===== src/hdl/rtcPkg.sv =====
package rtcPkg;

    // Mode decision rate
    localparam int TickPeriod = 256;          // Clock cycles per tick

    // Chip time registers
    localparam logic [7:0] AddrSeconds      = 8'h21;
    localparam logic [7:0] AddrMinutes      = 8'h22;
    localparam logic [7:0] AddrHours        = 8'h23;

    // Countdown timer registers
    localparam logic [7:0] AddrTimerSeconds = 8'h41;
    localparam logic [7:0] AddrTimerMinutes = 8'h42;
    localparam logic [7:0] AddrTimerHours   = 8'h43;

    // Bus cycle shape
    localparam int PhaseCycles = 4;           // Address and data phase length
    localparam int GapCycles   = 2;           // Idle time with csN high

    localparam int CmdDepth    = 4;           // Both FIFOs

    typedef enum logic [1:0]
    {
        ModeWrite        = 2'b00,
        ModeRead         = 2'b01,
        ModeProgramTimer = 2'b10
    } rtcMode_t;

    // One register access on the chip bus
    typedef struct packed
    {
        logic       isWrite;
        logic [7:0] addr;
        logic [7:0] data;                     // Ignored for reads
    } rtcCmd_t;

    // Value read back from the chip
    typedef struct packed
    {
        logic [7:0] addr;
        logic [7:0] data;
    } rtcResult_t;

endpackage


===== src/hdl/modeSequencer.sv =====
module modeSequencer
(
    input  logic             clk,
    input  logic             Reset,
    input  logic             start,
    input  logic             write,
    input  logic             programTimer,
    input  logic [7:0]       setSeconds,
    input  logic [7:0]       setMinutes,
    input  logic [7:0]       setHours,
    input  logic [7:0]       timerSeconds,
    input  logic [7:0]       timerMinutes,
    input  logic [7:0]       timerHours,
    input  logic             cmdReady,
    output logic             cmdValid,
    output rtcPkg::rtcCmd_t  cmd,
    output rtcPkg::rtcMode_t mode,
    output logic             timerMode
);

    logic [$clog2(rtcPkg::TickPeriod)-1:0] tickCount;
    logic                                  tick;
    logic [1:0]                            burstIdx;   // Position within the burst
    rtcPkg::rtcMode_t                      nextMode;
    logic                                  startBurst;
    logic                                  accept;
    logic                                  advance;

    // Command for one slot of a burst, seconds first
    function automatic rtcPkg::rtcCmd_t buildCmd(input rtcPkg::rtcMode_t m,
                                                 input logic [1:0] idx);
        rtcPkg::rtcCmd_t c;
        logic            isTimer;
        isTimer   = (m == rtcPkg::ModeProgramTimer);
        c.isWrite = (m != rtcPkg::ModeRead);
        case (idx)
            2'd0:
            begin
                c.addr = isTimer ? rtcPkg::AddrTimerSeconds : rtcPkg::AddrSeconds;
                c.data = isTimer ? timerSeconds : setSeconds;
            end
            2'd1:
            begin
                c.addr = isTimer ? rtcPkg::AddrTimerMinutes : rtcPkg::AddrMinutes;
                c.data = isTimer ? timerMinutes : setMinutes;
            end
            default:
            begin
                c.addr = isTimer ? rtcPkg::AddrTimerHours : rtcPkg::AddrHours;
                c.data = isTimer ? timerHours : setHours;
            end
        endcase
        if (!c.isWrite)
            c.data = 8'h00;                   // Read carries no data
        return c;
    endfunction

    assign tick       = (tickCount == rtcPkg::TickPeriod - 1);
    assign startBurst = tick && !cmdValid;    // Tick skipped while burst pending
    assign accept     = cmdValid && cmdReady;
    assign advance    = accept && (burstIdx != 2'd2);
    assign timerMode  = (mode == rtcPkg::ModeProgramTimer);

    always_ff @(posedge clk or posedge Reset)
    begin
        if (Reset)
            tickCount <= '0;
        else if (tick)
            tickCount <= '0;
        else
            tickCount <= tickCount + 1'b1;
    end

    always_comb
    begin
        nextMode = mode;
        if (start)
            nextMode = rtcPkg::ModeWrite;     // Start overrides everything
        else
        begin
            case (mode)
                rtcPkg::ModeWrite:
                    nextMode = write ? rtcPkg::ModeWrite : rtcPkg::ModeRead;
                rtcPkg::ModeRead:
                begin
                    if (write && !programTimer)
                        nextMode = rtcPkg::ModeWrite;
                    else if (programTimer && !write)
                        nextMode = rtcPkg::ModeProgramTimer;
                end
                default:
                    nextMode = rtcPkg::ModeRead;  // Timer load lasts one tick
            endcase
        end
    end

    always_ff @(posedge clk or posedge Reset)
    begin
        if (Reset)
        begin
            mode     <= rtcPkg::ModeWrite;
            cmdValid <= 1'b0;
            burstIdx <= '0;
        end
        else if (startBurst)
        begin
            mode     <= nextMode;
            cmdValid <= 1'b1;
            burstIdx <= 2'd0;
        end
        else if (advance)
            burstIdx <= burstIdx + 2'd1;
        else if (accept)
            cmdValid <= 1'b0;                 // Third command taken
    end

    // Host values sampled when each command is loaded
    always_ff @(posedge clk)
    begin
        if (startBurst)
            cmd <= buildCmd(nextMode, 2'd0);
        else if (advance)
            cmd <= buildCmd(mode, burstIdx + 2'd1);
    end

    cmdHeld: assert property (@(posedge clk) disable iff (Reset)
        cmdValid && !cmdReady |=> cmdValid && $stable(cmd));

endmodule


===== src/hdl/cmdFifo.sv =====
module cmdFifo
#(
    parameter type payload_t = rtcPkg::rtcCmd_t,
    parameter int  Depth     = rtcPkg::CmdDepth
)
(
    input  logic     clk,
    input  logic     Reset,
    input  logic     inValid,
    input  payload_t inData,
    input  logic     outReady,
    output logic     inReady,
    output logic     outValid,
    output payload_t outData
);

    payload_t                     mem [Depth];
    logic [$clog2(Depth)-1:0]     wrPtr;
    logic [$clog2(Depth)-1:0]     rdPtr;
    logic [$clog2(Depth+1)-1:0]   count;      // Occupied slots
    logic                         push;
    logic                         pop;

    assign inReady  = (count != Depth);
    assign outValid = (count != 0);
    assign outData  = mem[rdPtr];
    assign push     = inValid && inReady;
    assign pop      = outValid && outReady;

    always_ff @(posedge clk)
    begin
        if (push)
            mem[wrPtr] <= inData;
    end

    always_ff @(posedge clk or posedge Reset)
    begin
        if (Reset)
        begin
            wrPtr <= '0;
            rdPtr <= '0;
            count <= '0;
        end
        else
        begin
            if (push)
                wrPtr <= (wrPtr == Depth - 1) ? '0 : wrPtr + 1'b1;
            if (pop)
                rdPtr <= (rdPtr == Depth - 1) ? '0 : rdPtr + 1'b1;
            case ({push, pop})
                2'b10:   count <= count + 1'b1;
                2'b01:   count <= count - 1'b1;
                default: count <= count;      // Both or neither
            endcase
        end
    end

    // A refused item stays offered so a full FIFO drops nothing
    heldWhileFull: assert property (@(posedge clk) disable iff (Reset)
        inValid && !inReady |=> inValid && $stable(inData));

    // Pointers meet only when the FIFO is empty or full
    pointersMatchCount: assert property (@(posedge clk) disable iff (Reset)
        (count == 0) || (count == Depth) |-> (rdPtr == wrPtr));

endmodule


===== src/hdl/rtcBusMaster.sv =====
module rtcBusMaster
(
    input  logic               clk,
    input  logic               Reset,
    input  logic               cmdValid,
    input  rtcPkg::rtcCmd_t    cmd,
    input  logic               resultReady,
    input  logic [7:0]         adIn,
    output logic               cmdReady,
    output logic               resultValid,
    output rtcPkg::rtcResult_t result,
    output logic               csN,
    output logic               aleHigh,
    output logic               rdN,
    output logic               wrN,
    output logic [7:0]         adOut,
    output logic               adOe
);

    typedef enum logic [1:0]
    {
        Idle,
        Address,
        Data,
        Gap
    } phase_t;

    phase_t                                 state;
    logic [$clog2(rtcPkg::PhaseCycles)-1:0] phaseCount;
    rtcPkg::rtcCmd_t                        cur;        // Command on the bus
    logic                                   phaseEnd;
    logic                                   lastGap;
    logic                                   slotFree;
    logic                                   pop;

    assign phaseEnd = (phaseCount == rtcPkg::PhaseCycles - 1);
    assign lastGap  = (state == Gap) && (phaseCount == rtcPkg::GapCycles - 1);
    assign slotFree = (state == Idle) || lastGap;           // Back-to-back pop in last gap cycle

    // A read waits for room in the result FIFO
    assign cmdReady = slotFree && (cmd.isWrite || resultReady);
    assign pop      = cmdValid && cmdReady;

    always_ff @(posedge clk or posedge Reset)
    begin
        if (Reset)
        begin
            state      <= Idle;
            phaseCount <= '0;
        end
        else
        begin
            case (state)
                Idle:
                begin
                    if (pop)
                        state <= Address;
                    phaseCount <= '0;
                end
                Address:
                begin
                    if (phaseEnd)
                    begin
                        state      <= Data;
                        phaseCount <= '0;
                    end
                    else
                        phaseCount <= phaseCount + 1'b1;
                end
                Data:
                begin
                    if (phaseEnd)
                    begin
                        state      <= Gap;
                        phaseCount <= '0;
                    end
                    else
                        phaseCount <= phaseCount + 1'b1;
                end
                default:
                begin
                    if (lastGap)
                    begin
                        state      <= pop ? Address : Idle;
                        phaseCount <= '0;
                    end
                    else
                        phaseCount <= phaseCount + 1'b1;
                end
            endcase
        end
    end

    always_ff @(posedge clk)
    begin
        if (pop)
            cur <= cmd;
        if (state == Data && phaseEnd)
        begin
            result.addr <= cur.addr;
            result.data <= adIn;                            // Sample on last data cycle
        end
    end

    always_ff @(posedge clk or posedge Reset)
    begin
        if (Reset)
            resultValid <= 1'b0;
        else if (state == Data && phaseEnd && !cur.isWrite)
            resultValid <= 1'b1;                            // Pushed in first gap cycle
        else if (resultReady)
            resultValid <= 1'b0;
    end

    // Pin decode from the phase
    assign csN     = !(state == Address || state == Data);
    assign aleHigh = (state == Address);
    assign rdN     = !(state == Data && !cur.isWrite);
    assign wrN     = !(state == Data && cur.isWrite);
    assign adOe    = (state == Address) || (state == Data && cur.isWrite);
    assign adOut   = (state == Address) ? cur.addr : cur.data;  // Data held through gap

    // Each strobe lasts one data phase and never overlaps the other
    noStrobeOverlap: assert property (@(posedge clk) disable iff (Reset)
        $fell(rdN) || $fell(wrN) |-> (rdN != wrN) ##(rtcPkg::PhaseCycles) (rdN && wrN));

    // Room was checked at pop time, so the push never stalls
    resultNeverStalls: assert property (@(posedge clk) disable iff (Reset)
        resultValid |-> resultReady);

endmodule


===== src/hdl/rtcControl.sv =====
module rtcControl
(
    input  logic             clk,
    input  logic             Reset,
    input  logic             start,
    input  logic             write,
    input  logic             programTimer,
    input  logic [7:0]       setSeconds,
    input  logic [7:0]       setMinutes,
    input  logic [7:0]       setHours,
    input  logic [7:0]       timerSeconds,
    input  logic [7:0]       timerMinutes,
    input  logic [7:0]       timerHours,
    input  logic             readReady,
    input  logic [7:0]       adIn,
    output rtcPkg::rtcMode_t mode,
    output logic             timerMode,
    output logic             readValid,
    output logic [7:0]       readAddr,
    output logic [7:0]       readData,
    output logic             csN,
    output logic             aleHigh,
    output logic             rdN,
    output logic             wrN,
    output logic [7:0]       adOut,
    output logic             adOe
);

    logic               seqValid;
    logic               seqReady;
    rtcPkg::rtcCmd_t    seqCmd;
    logic               busValid;
    logic               busReady;
    rtcPkg::rtcCmd_t    busCmd;
    logic               resValid;
    logic               resReady;
    rtcPkg::rtcResult_t res;
    rtcPkg::rtcResult_t readOut;

    assign readAddr = readOut.addr;
    assign readData = readOut.data;

    modeSequencer i_modeSequencer
    (
        .clk(clk), .Reset(Reset),
        .start(start), .write(write), .programTimer(programTimer),
        .setSeconds(setSeconds), .setMinutes(setMinutes), .setHours(setHours),
        .timerSeconds(timerSeconds), .timerMinutes(timerMinutes), .timerHours(timerHours),
        .cmdReady(seqReady), .cmdValid(seqValid), .cmd(seqCmd),
        .mode(mode), .timerMode(timerMode)
    );

    cmdFifo #(.payload_t(rtcPkg::rtcCmd_t), .Depth(rtcPkg::CmdDepth)) i_cmdFifo
    (
        .clk(clk), .Reset(Reset),
        .inValid(seqValid), .inData(seqCmd), .inReady(seqReady),
        .outValid(busValid), .outData(busCmd), .outReady(busReady)
    );

    rtcBusMaster i_busMaster
    (
        .clk(clk), .Reset(Reset),
        .cmdValid(busValid), .cmd(busCmd), .cmdReady(busReady),
        .resultValid(resValid), .result(res), .resultReady(resReady),
        .csN(csN), .aleHigh(aleHigh), .rdN(rdN), .wrN(wrN),
        .adOut(adOut), .adOe(adOe), .adIn(adIn)
    );

    cmdFifo #(.payload_t(rtcPkg::rtcResult_t), .Depth(rtcPkg::CmdDepth)) i_resultFifo
    (
        .clk(clk), .Reset(Reset),
        .inValid(resValid), .inData(res), .inReady(resReady),
        .outValid(readValid), .outData(readOut), .outReady(readReady)
    );

endmodule


===== config.mk =====
export PLATFORM = sky130hd
export DESIGN_NAME = rtcControl
export DESIGN_NICKNAME = d
export VERILOG_FILES = /design/src/hdl/rtcPkg.sv /design/src/hdl/modeSequencer.sv /design/src/hdl/cmdFifo.sv /design/src/hdl/rtcBusMaster.sv /design/src/hdl/rtcControl.sv
export SDC_FILE = /design/constraint.sdc
export NUM_CORES = 1
export LEC_CHECK = 0
export ABC_AREA = 0
export ABC_CLOCK_PERIOD_IN_PS = 6800
export BUFFER_PORTS_ARGS = -buffer_cell sky130_fd_sc_hd__buf_4
export CAP_MARGIN = 40
export CORE_MARGIN = 5
export CORE_UTILIZATION = 64
export DETAILED_ROUTE_END_ITERATION = 7
export PLACE_DENSITY = 0.93
export SYNTH_ARGS = -nofsm -noshare
export SYNTH_HDL_FRONTEND = slang
export SYNTH_HIERARCHICAL = 1
export SYNTH_SLANG_ARGS = --single-unit
export TNS_END_PERCENT = 5

===== constraint.sdc =====
create_clock -name clk -period 6.8 [get_ports clk]
set_input_delay 0.68 -clock clk [delete_from_list [all_inputs] [get_ports clk]]
set_output_delay 0.68 -clock clk [all_outputs]
set_load 0.03 [all_outputs]

[After elaboration in Yosys (flattened, before gate mapping)]
Memory sizes are Yosys's and may differ from the RTL's.
Index checks and enable logic that the tools add are counted.
Operators by class
  add/subtract/negate cells: 11
  equal/unequal tests: 27
  mux-type cells: 46
  reductions and logical operators: 39
Operators with widths (count)
  2-to-1 mux 8 bit: 8
  2-to-1 mux 17 bit: 2
  case mux 16 bit (2 select lines): 1
  2-to-1 mux 2 bit: 15
  2-to-1 mux 7 bit: 4
  equality test 2 bit, second input constant: 11
  logical AND 1 bit: 14
  adder 2 x 1 -> 2 bit, second input constant: 6
  equality test 2 x 1 -> 1 bit, second input constant: 6
  inequality test 2 x 1 -> 1 bit, second input constant: 6
  case mux 3 bit (2 select lines): 2
  2-to-1 mux 1 bit: 11
  nonzero test 2 bit: 5
  adder 8 x 1 -> 8 bit, second input constant: 1
  equality test 8 bit, second input constant: 1
  case mux 2 bit (2 select lines): 2
  zero test 1 bit: 7
  adder 3 x 1 -> 3 bit, second input constant: 2
  zero test 2 bit: 3
  inequality test 3 bit, second input constant: 2
  case mux 2 bit (3 select lines): 1
  nonzero test 3 bit: 2
  subtractor 3 x 1 -> 3 bit, second input constant: 2
  logical OR 1 bit: 4
  5 further kinds: 5
Storage, ports and cells
  flip-flop bits (word level): 82
  memory bits (writable): 132
  input port bits: 62
  memories kept: 2
Memories
  i_cmdFifo.mem: depth 4, bits a word 17, read ports 1, clocked after Yosys merged registers in 0, write ports 1, line cmdFifo.sv:17  | payload_t mem [Depth];
  i_resultFifo.mem: depth 4, bits a word 16, read ports 1, clocked after Yosys merged registers in 0, write ports 1, line cmdFifo.sv:17

[Logic depth before layout (Yosys ltp)]
  depth after elaboration: 10
  mapped depth: 12
  mapped depth without buffers: 12

[Modules after synthesis]
Netlist, hierarchy kept.
Modules (own cells, without submodules)
  cmdFifo at i_cmdFifo: times used 1, cells an instance 130, area each 2911.5 sq um, seq. area each 2217.1 sq um
  cmdFifo at i_resultFifo: times used 1, cells an instance 125, area each 2768.9 sq um, seq. area each 2097.0 sq um
  modeSequencer: times used 1, cells an instance 177, area each 1911.8 sq um, seq. area each 715.7 sq um
  rtcBusMaster: times used 1, cells an instance 88, area each 1505.2 sq um, seq. area each 1116.1 sq um

[Worst setup path before layout]
No wires, ideal clock.
  path type: reg-to-reg
  from: reg i_cmdFifo.rdPtr[0]
  to: reg i_cmdFifo.count[2]
  setup time: 0.125 ns
  arrival time: 2.116 ns
  required time: 6.675 ns
  slack: 4.558 ns
  stages on the path, launching flop included: 13
  path buffers: 1
  cells stage by stage: dfrtp_1 > buf_4 > mux4_2 > nor2_1 > nor2_1 > nand2_1 > inv_1 > ha_1 > inv_1 > fa_1 > xor2_1 > nor2_1 > xor2_1
RTL lines
  from (decl): line cmdFifo.sv:19  | logic [$clog2(Depth)-1:0] rdPtr;
  from (signal assigned): line cmdFifo.sv:49  | rdPtr <= (rdPtr == Depth - 1) ? '0 : rdPtr + 1'b1;
  to (signal assigned): line cmdFifo.sv:51  | 2'b10: count <= count + 1'b1;
  to (signal assigned): line cmdFifo.sv:52  | 2'b01: count <= count - 1'b1;
  to (signal assigned): line cmdFifo.sv:53  | default: count <= count;
  to (decl): line cmdFifo.sv:20  | logic [$clog2(Depth+1)-1:0] count;

[Worst setup path in the final report]
  from: reg i_busMaster.state[1]
  to: out adOut[7]
On the way
  word-level cells in the longest chain between the ends: 2
RTL lines
  from (decl): line rtcBusMaster.sv:28  | phase_t state;
  from (signal assigned): line rtcBusMaster.sv:48  | state <= Idle;
  from (signal assigned): line rtcBusMaster.sv:57  | state <= Address;
  from (signal assigned): line rtcBusMaster.sv:64  | state <= Data;
  equality test 2 x 1 -> 1 bit: line rtcBusMaster.sv:121  | assign adOut = (state == Address) ? cur.addr : cur.data;
  2-to-1 mux 8 bit: line rtcBusMaster.sv:121
  to (decl): line rtcControl.sv:25  | output logic [7:0] adOut,
Every way passes these cells.

==> results.cfg <==
[run_status]
outcome = finished clean

[critical_path]
cp_max_fo = 12
rr_startpoint = i_cmdFifo/rdPtr[1]
ff2ff_path_depth = 11
crit_slowest_cell = ha_1
cp.arrival_ns = 2.14
reg2reg_slack_ns = 4.00
max_stage_delay_ns = 0.52
crit_path_start_kind = flip-flop
crit_type = flip-flop to primary output
crit_family = adder cells
worstPathRequired_ns = 6.12
rr_endpoint = i_cmdFifo/count[2]
end_kind = primary output
path_cells = inv_1 > ha_1 > mux2_2 > buf_4
critPathBufInv = 2

[global_route]
grt_max_degree = 28
grt_antenna_before_repair = 0
grt_pass1_wl_um = 26390
met1_usage = 0.2590
grt_util_met3 = 0.03380
grtUsageTotal = 0.2025
grt.overflow.total = 0
met2_usage = 0.3637
grt_pass1_vias = 5153
top_usage_layer = met2

[logic_synthesis]
ys_warn_count = 6
synth_cell_types = 56
yosysSeqAreaShare = 0.6756
synth_edf_count = 178
synth.area.top_cells = edfxtp_1 (59%), dfrtp_1 (8.8%), mux4_2 (8.2%)
syn_avg_cell_area_um2 = 17.50
postSynthCellCount = 520
yosysTopAreaCell = edfxtp_1
syn-cell-area_um2 = 9097
ys_seq_elements = 210
synth_top_area_frac = 0.5875
async_reset_ff_frac = 0.1524
ys.flop_type = edfxtp_1

[sta]
max_freq_ghz = 0.3541
rsz0062_at_grt = no
fin_setup_tns_ns = 0
finalCritPeriodShare = 0.4154
max_slew.worst_pin.slew_ns = 0.8596
fin_worst_skew_ns = 0.01304
min_period_ns = 2.824
relSlewSlack = 0.4248
final_hold_viol_count = 0
setup-violations-final = 0
slew_viol_final = 0

[placed_design]
dp_cells = 775
io_buffers = 94
dp_hpwl_um = 10890
placed_cell_area_um2 = 9933
place_congestion = 0.8866

[clocking]
clkLatencyLatePin_ns = 0.48
postCtsSetupBuffers = 0
cts_hold_buffers = 0
path_clk_slew_ns = 0.06
root_buffer = clkbuf_16
htreeDepth = 1
cts_made_buffers = 21
cts_resized = 0
cts_buffer_depth = 3
cts.sinks = 210
cts_tree = done

[detailed_routing]
drt_iter0_markers = 325
drc = 0
first_pass_iters = 4
antenna_left = 0
route.final.wire_length_um = 16210
wl_per_cell_um = 19.96
num_vias = 4742
viasPerCell = 5.840

[die]
die-area_um2 = 16700
design.core.area_um2 = 13930
die_y_um = 129.2
die_x_um = 129.2
start_util = 0.6529
num_io_pins = 95
rows = 43

[power]
pwr-share-comb = 0.131
p_switching_mw = 0.6579
swShare = 0.2270
seq_power_share = 0.496
worst_ir_drop_vdd_mv = 0.1931
pwr-share-clk = 0.373
total_power_mw = 2.898
power_density_nw_per_um2 = 273.9
leakage_nw = 3.842
p_int_mw = 2.240

[final_layout]
final_nets = 707
layout_common_cells = edfxtp_1 (178), buf_4 (95), mux4_2 (33)
final_common_cell = edfxtp_1
multi_input_area_um2 = 2678
final_cell_area_um2 = 10580
finalNonFillerCells = 812
antenna_cells = 0
drive_gt1_frac = 0.3497
synthToLayoutAreaGrowth_pct = 16.31
ff_latch_area_um2 = 6146
fillers = 731

[hold_path]
hold_class = input port to asynchronous set/reset pin

[run]
cap_violations = 0
==> sequential cells by signal (all words and copies together), names as in the netlist <==
signal	flops
i_busMaster/cur	17
i_busMaster/phaseCount	2
i_busMaster/result	16
i_busMaster/resultValid	1
i_busMaster/state	2
i_cmdFifo/count	3
i_cmdFifo/mem	68
i_cmdFifo/rdPtr	2
i_cmdFifo/wrPtr	2
i_modeSequencer/burstIdx	2
i_modeSequencer/cmd	13
i_modeSequencer/cmdValid	1
i_modeSequencer/mode	2
i_modeSequencer/tickCount	8
i_resultFifo/count	3
i_resultFifo/mem	64
i_resultFifo/rdPtr	2
i_resultFifo/wrPtr	2
==> synthesized netlist by cell type (all sizes together) (4+ instances only) <==
cell,count
a21boi,9
o21ai,21
edfxtp,178
a21oi,6
a221oi,8
mux4,33
buf,22
dfrtp,32
xnor2,4
ha,25
nor2,16
xor2,7
o221ai,8
and3,19
nand3,5
inv,31
mux2,40
nand2,11
==> area by class of cell <==
class,instances,area share
clock buffer,27,0.05179
clock inverter,10,0.009460
inverter,31,0.01100
multi-input combinational,257,0.2530
sequential,210,0.5808
tap,180,0.02128
timing repair buffer,97,0.07260
==> kinds of logic after synthesis <==
| logic type | Yosys count | synth area share |
|---|---|---|
| adders and majority gates | 27 | 0.03878 |
| other | 1 | 0.0004122 |
| buffers and inverters | 56 | 0.03136 |
| and+or+nand+nor | 71 | 0.04580 |
| muxes | 76 | 0.1395 |
| xor gates and xnor gates | 11 | 0.01059 |
| AOI/OAI and AO/OA | 68 | 0.05804 |
| DFF | 210 | 0.6756 |
==> power by group through the flow <==
stage / logic (mW) / registers [mW] / clock network (mW)
after global routing: 0.410 / 1.44 / 1.17
after CTS: 0.386 / 1.44 / 1.10
after global placement: 0.332 / 1.48 / 0
final: 0.380 / 1.44 / 1.08
after floorplan: 0.285 / 1.43 / 0
after detailed placement: 0.385 / 1.46 / 0
==> how the worst max path moves through the flow <==
stage | slack (ns) | startpoint | end | cells after the start
final | 3.98 | i_busMaster/state[1] | adOut[7] | 4
after global routing | 3.81 | i_cmdFifo/rdPtr[1] | i_cmdFifo/count[2] | 11
after CTS | 3.95 | i_busMaster/state[1] | adOut[7] | 4
after detailed placement | 4.09 | i_cmdFifo/rdPtr[0] | i_cmdFifo/count[2] | 11
after global placement | 3.81 | i_cmdFifo/rdPtr[0] | i_cmdFifo/count[2] | 11
after floorplan | 4.56 | i_cmdFifo/rdPtr[0] | i_cmdFifo/count[2] | 12
==> routing by layer <==
layer	wire, um	part of all wire	up-vias
met3	1056	0.065	19
li1	-	-	2211
met4	229	0.014	0
met1	6275	0.39	2340
met2	8649	0.53	172
met5	0	0	-
==> stage by stage <==
stage	worst slack, ns	util	hold slack, ns
after detailed placement	4.090	0.7128	0.4356
after global placement	3.812	0.7089	0.4263
final	3.976	0.7594	0.1511
after floorplan	4.558	-	0.4204
after CTS	3.947	0.7594	0.1326
after global routing	3.807	0.7594	0.1446
(Power assumes the default switching activity.)
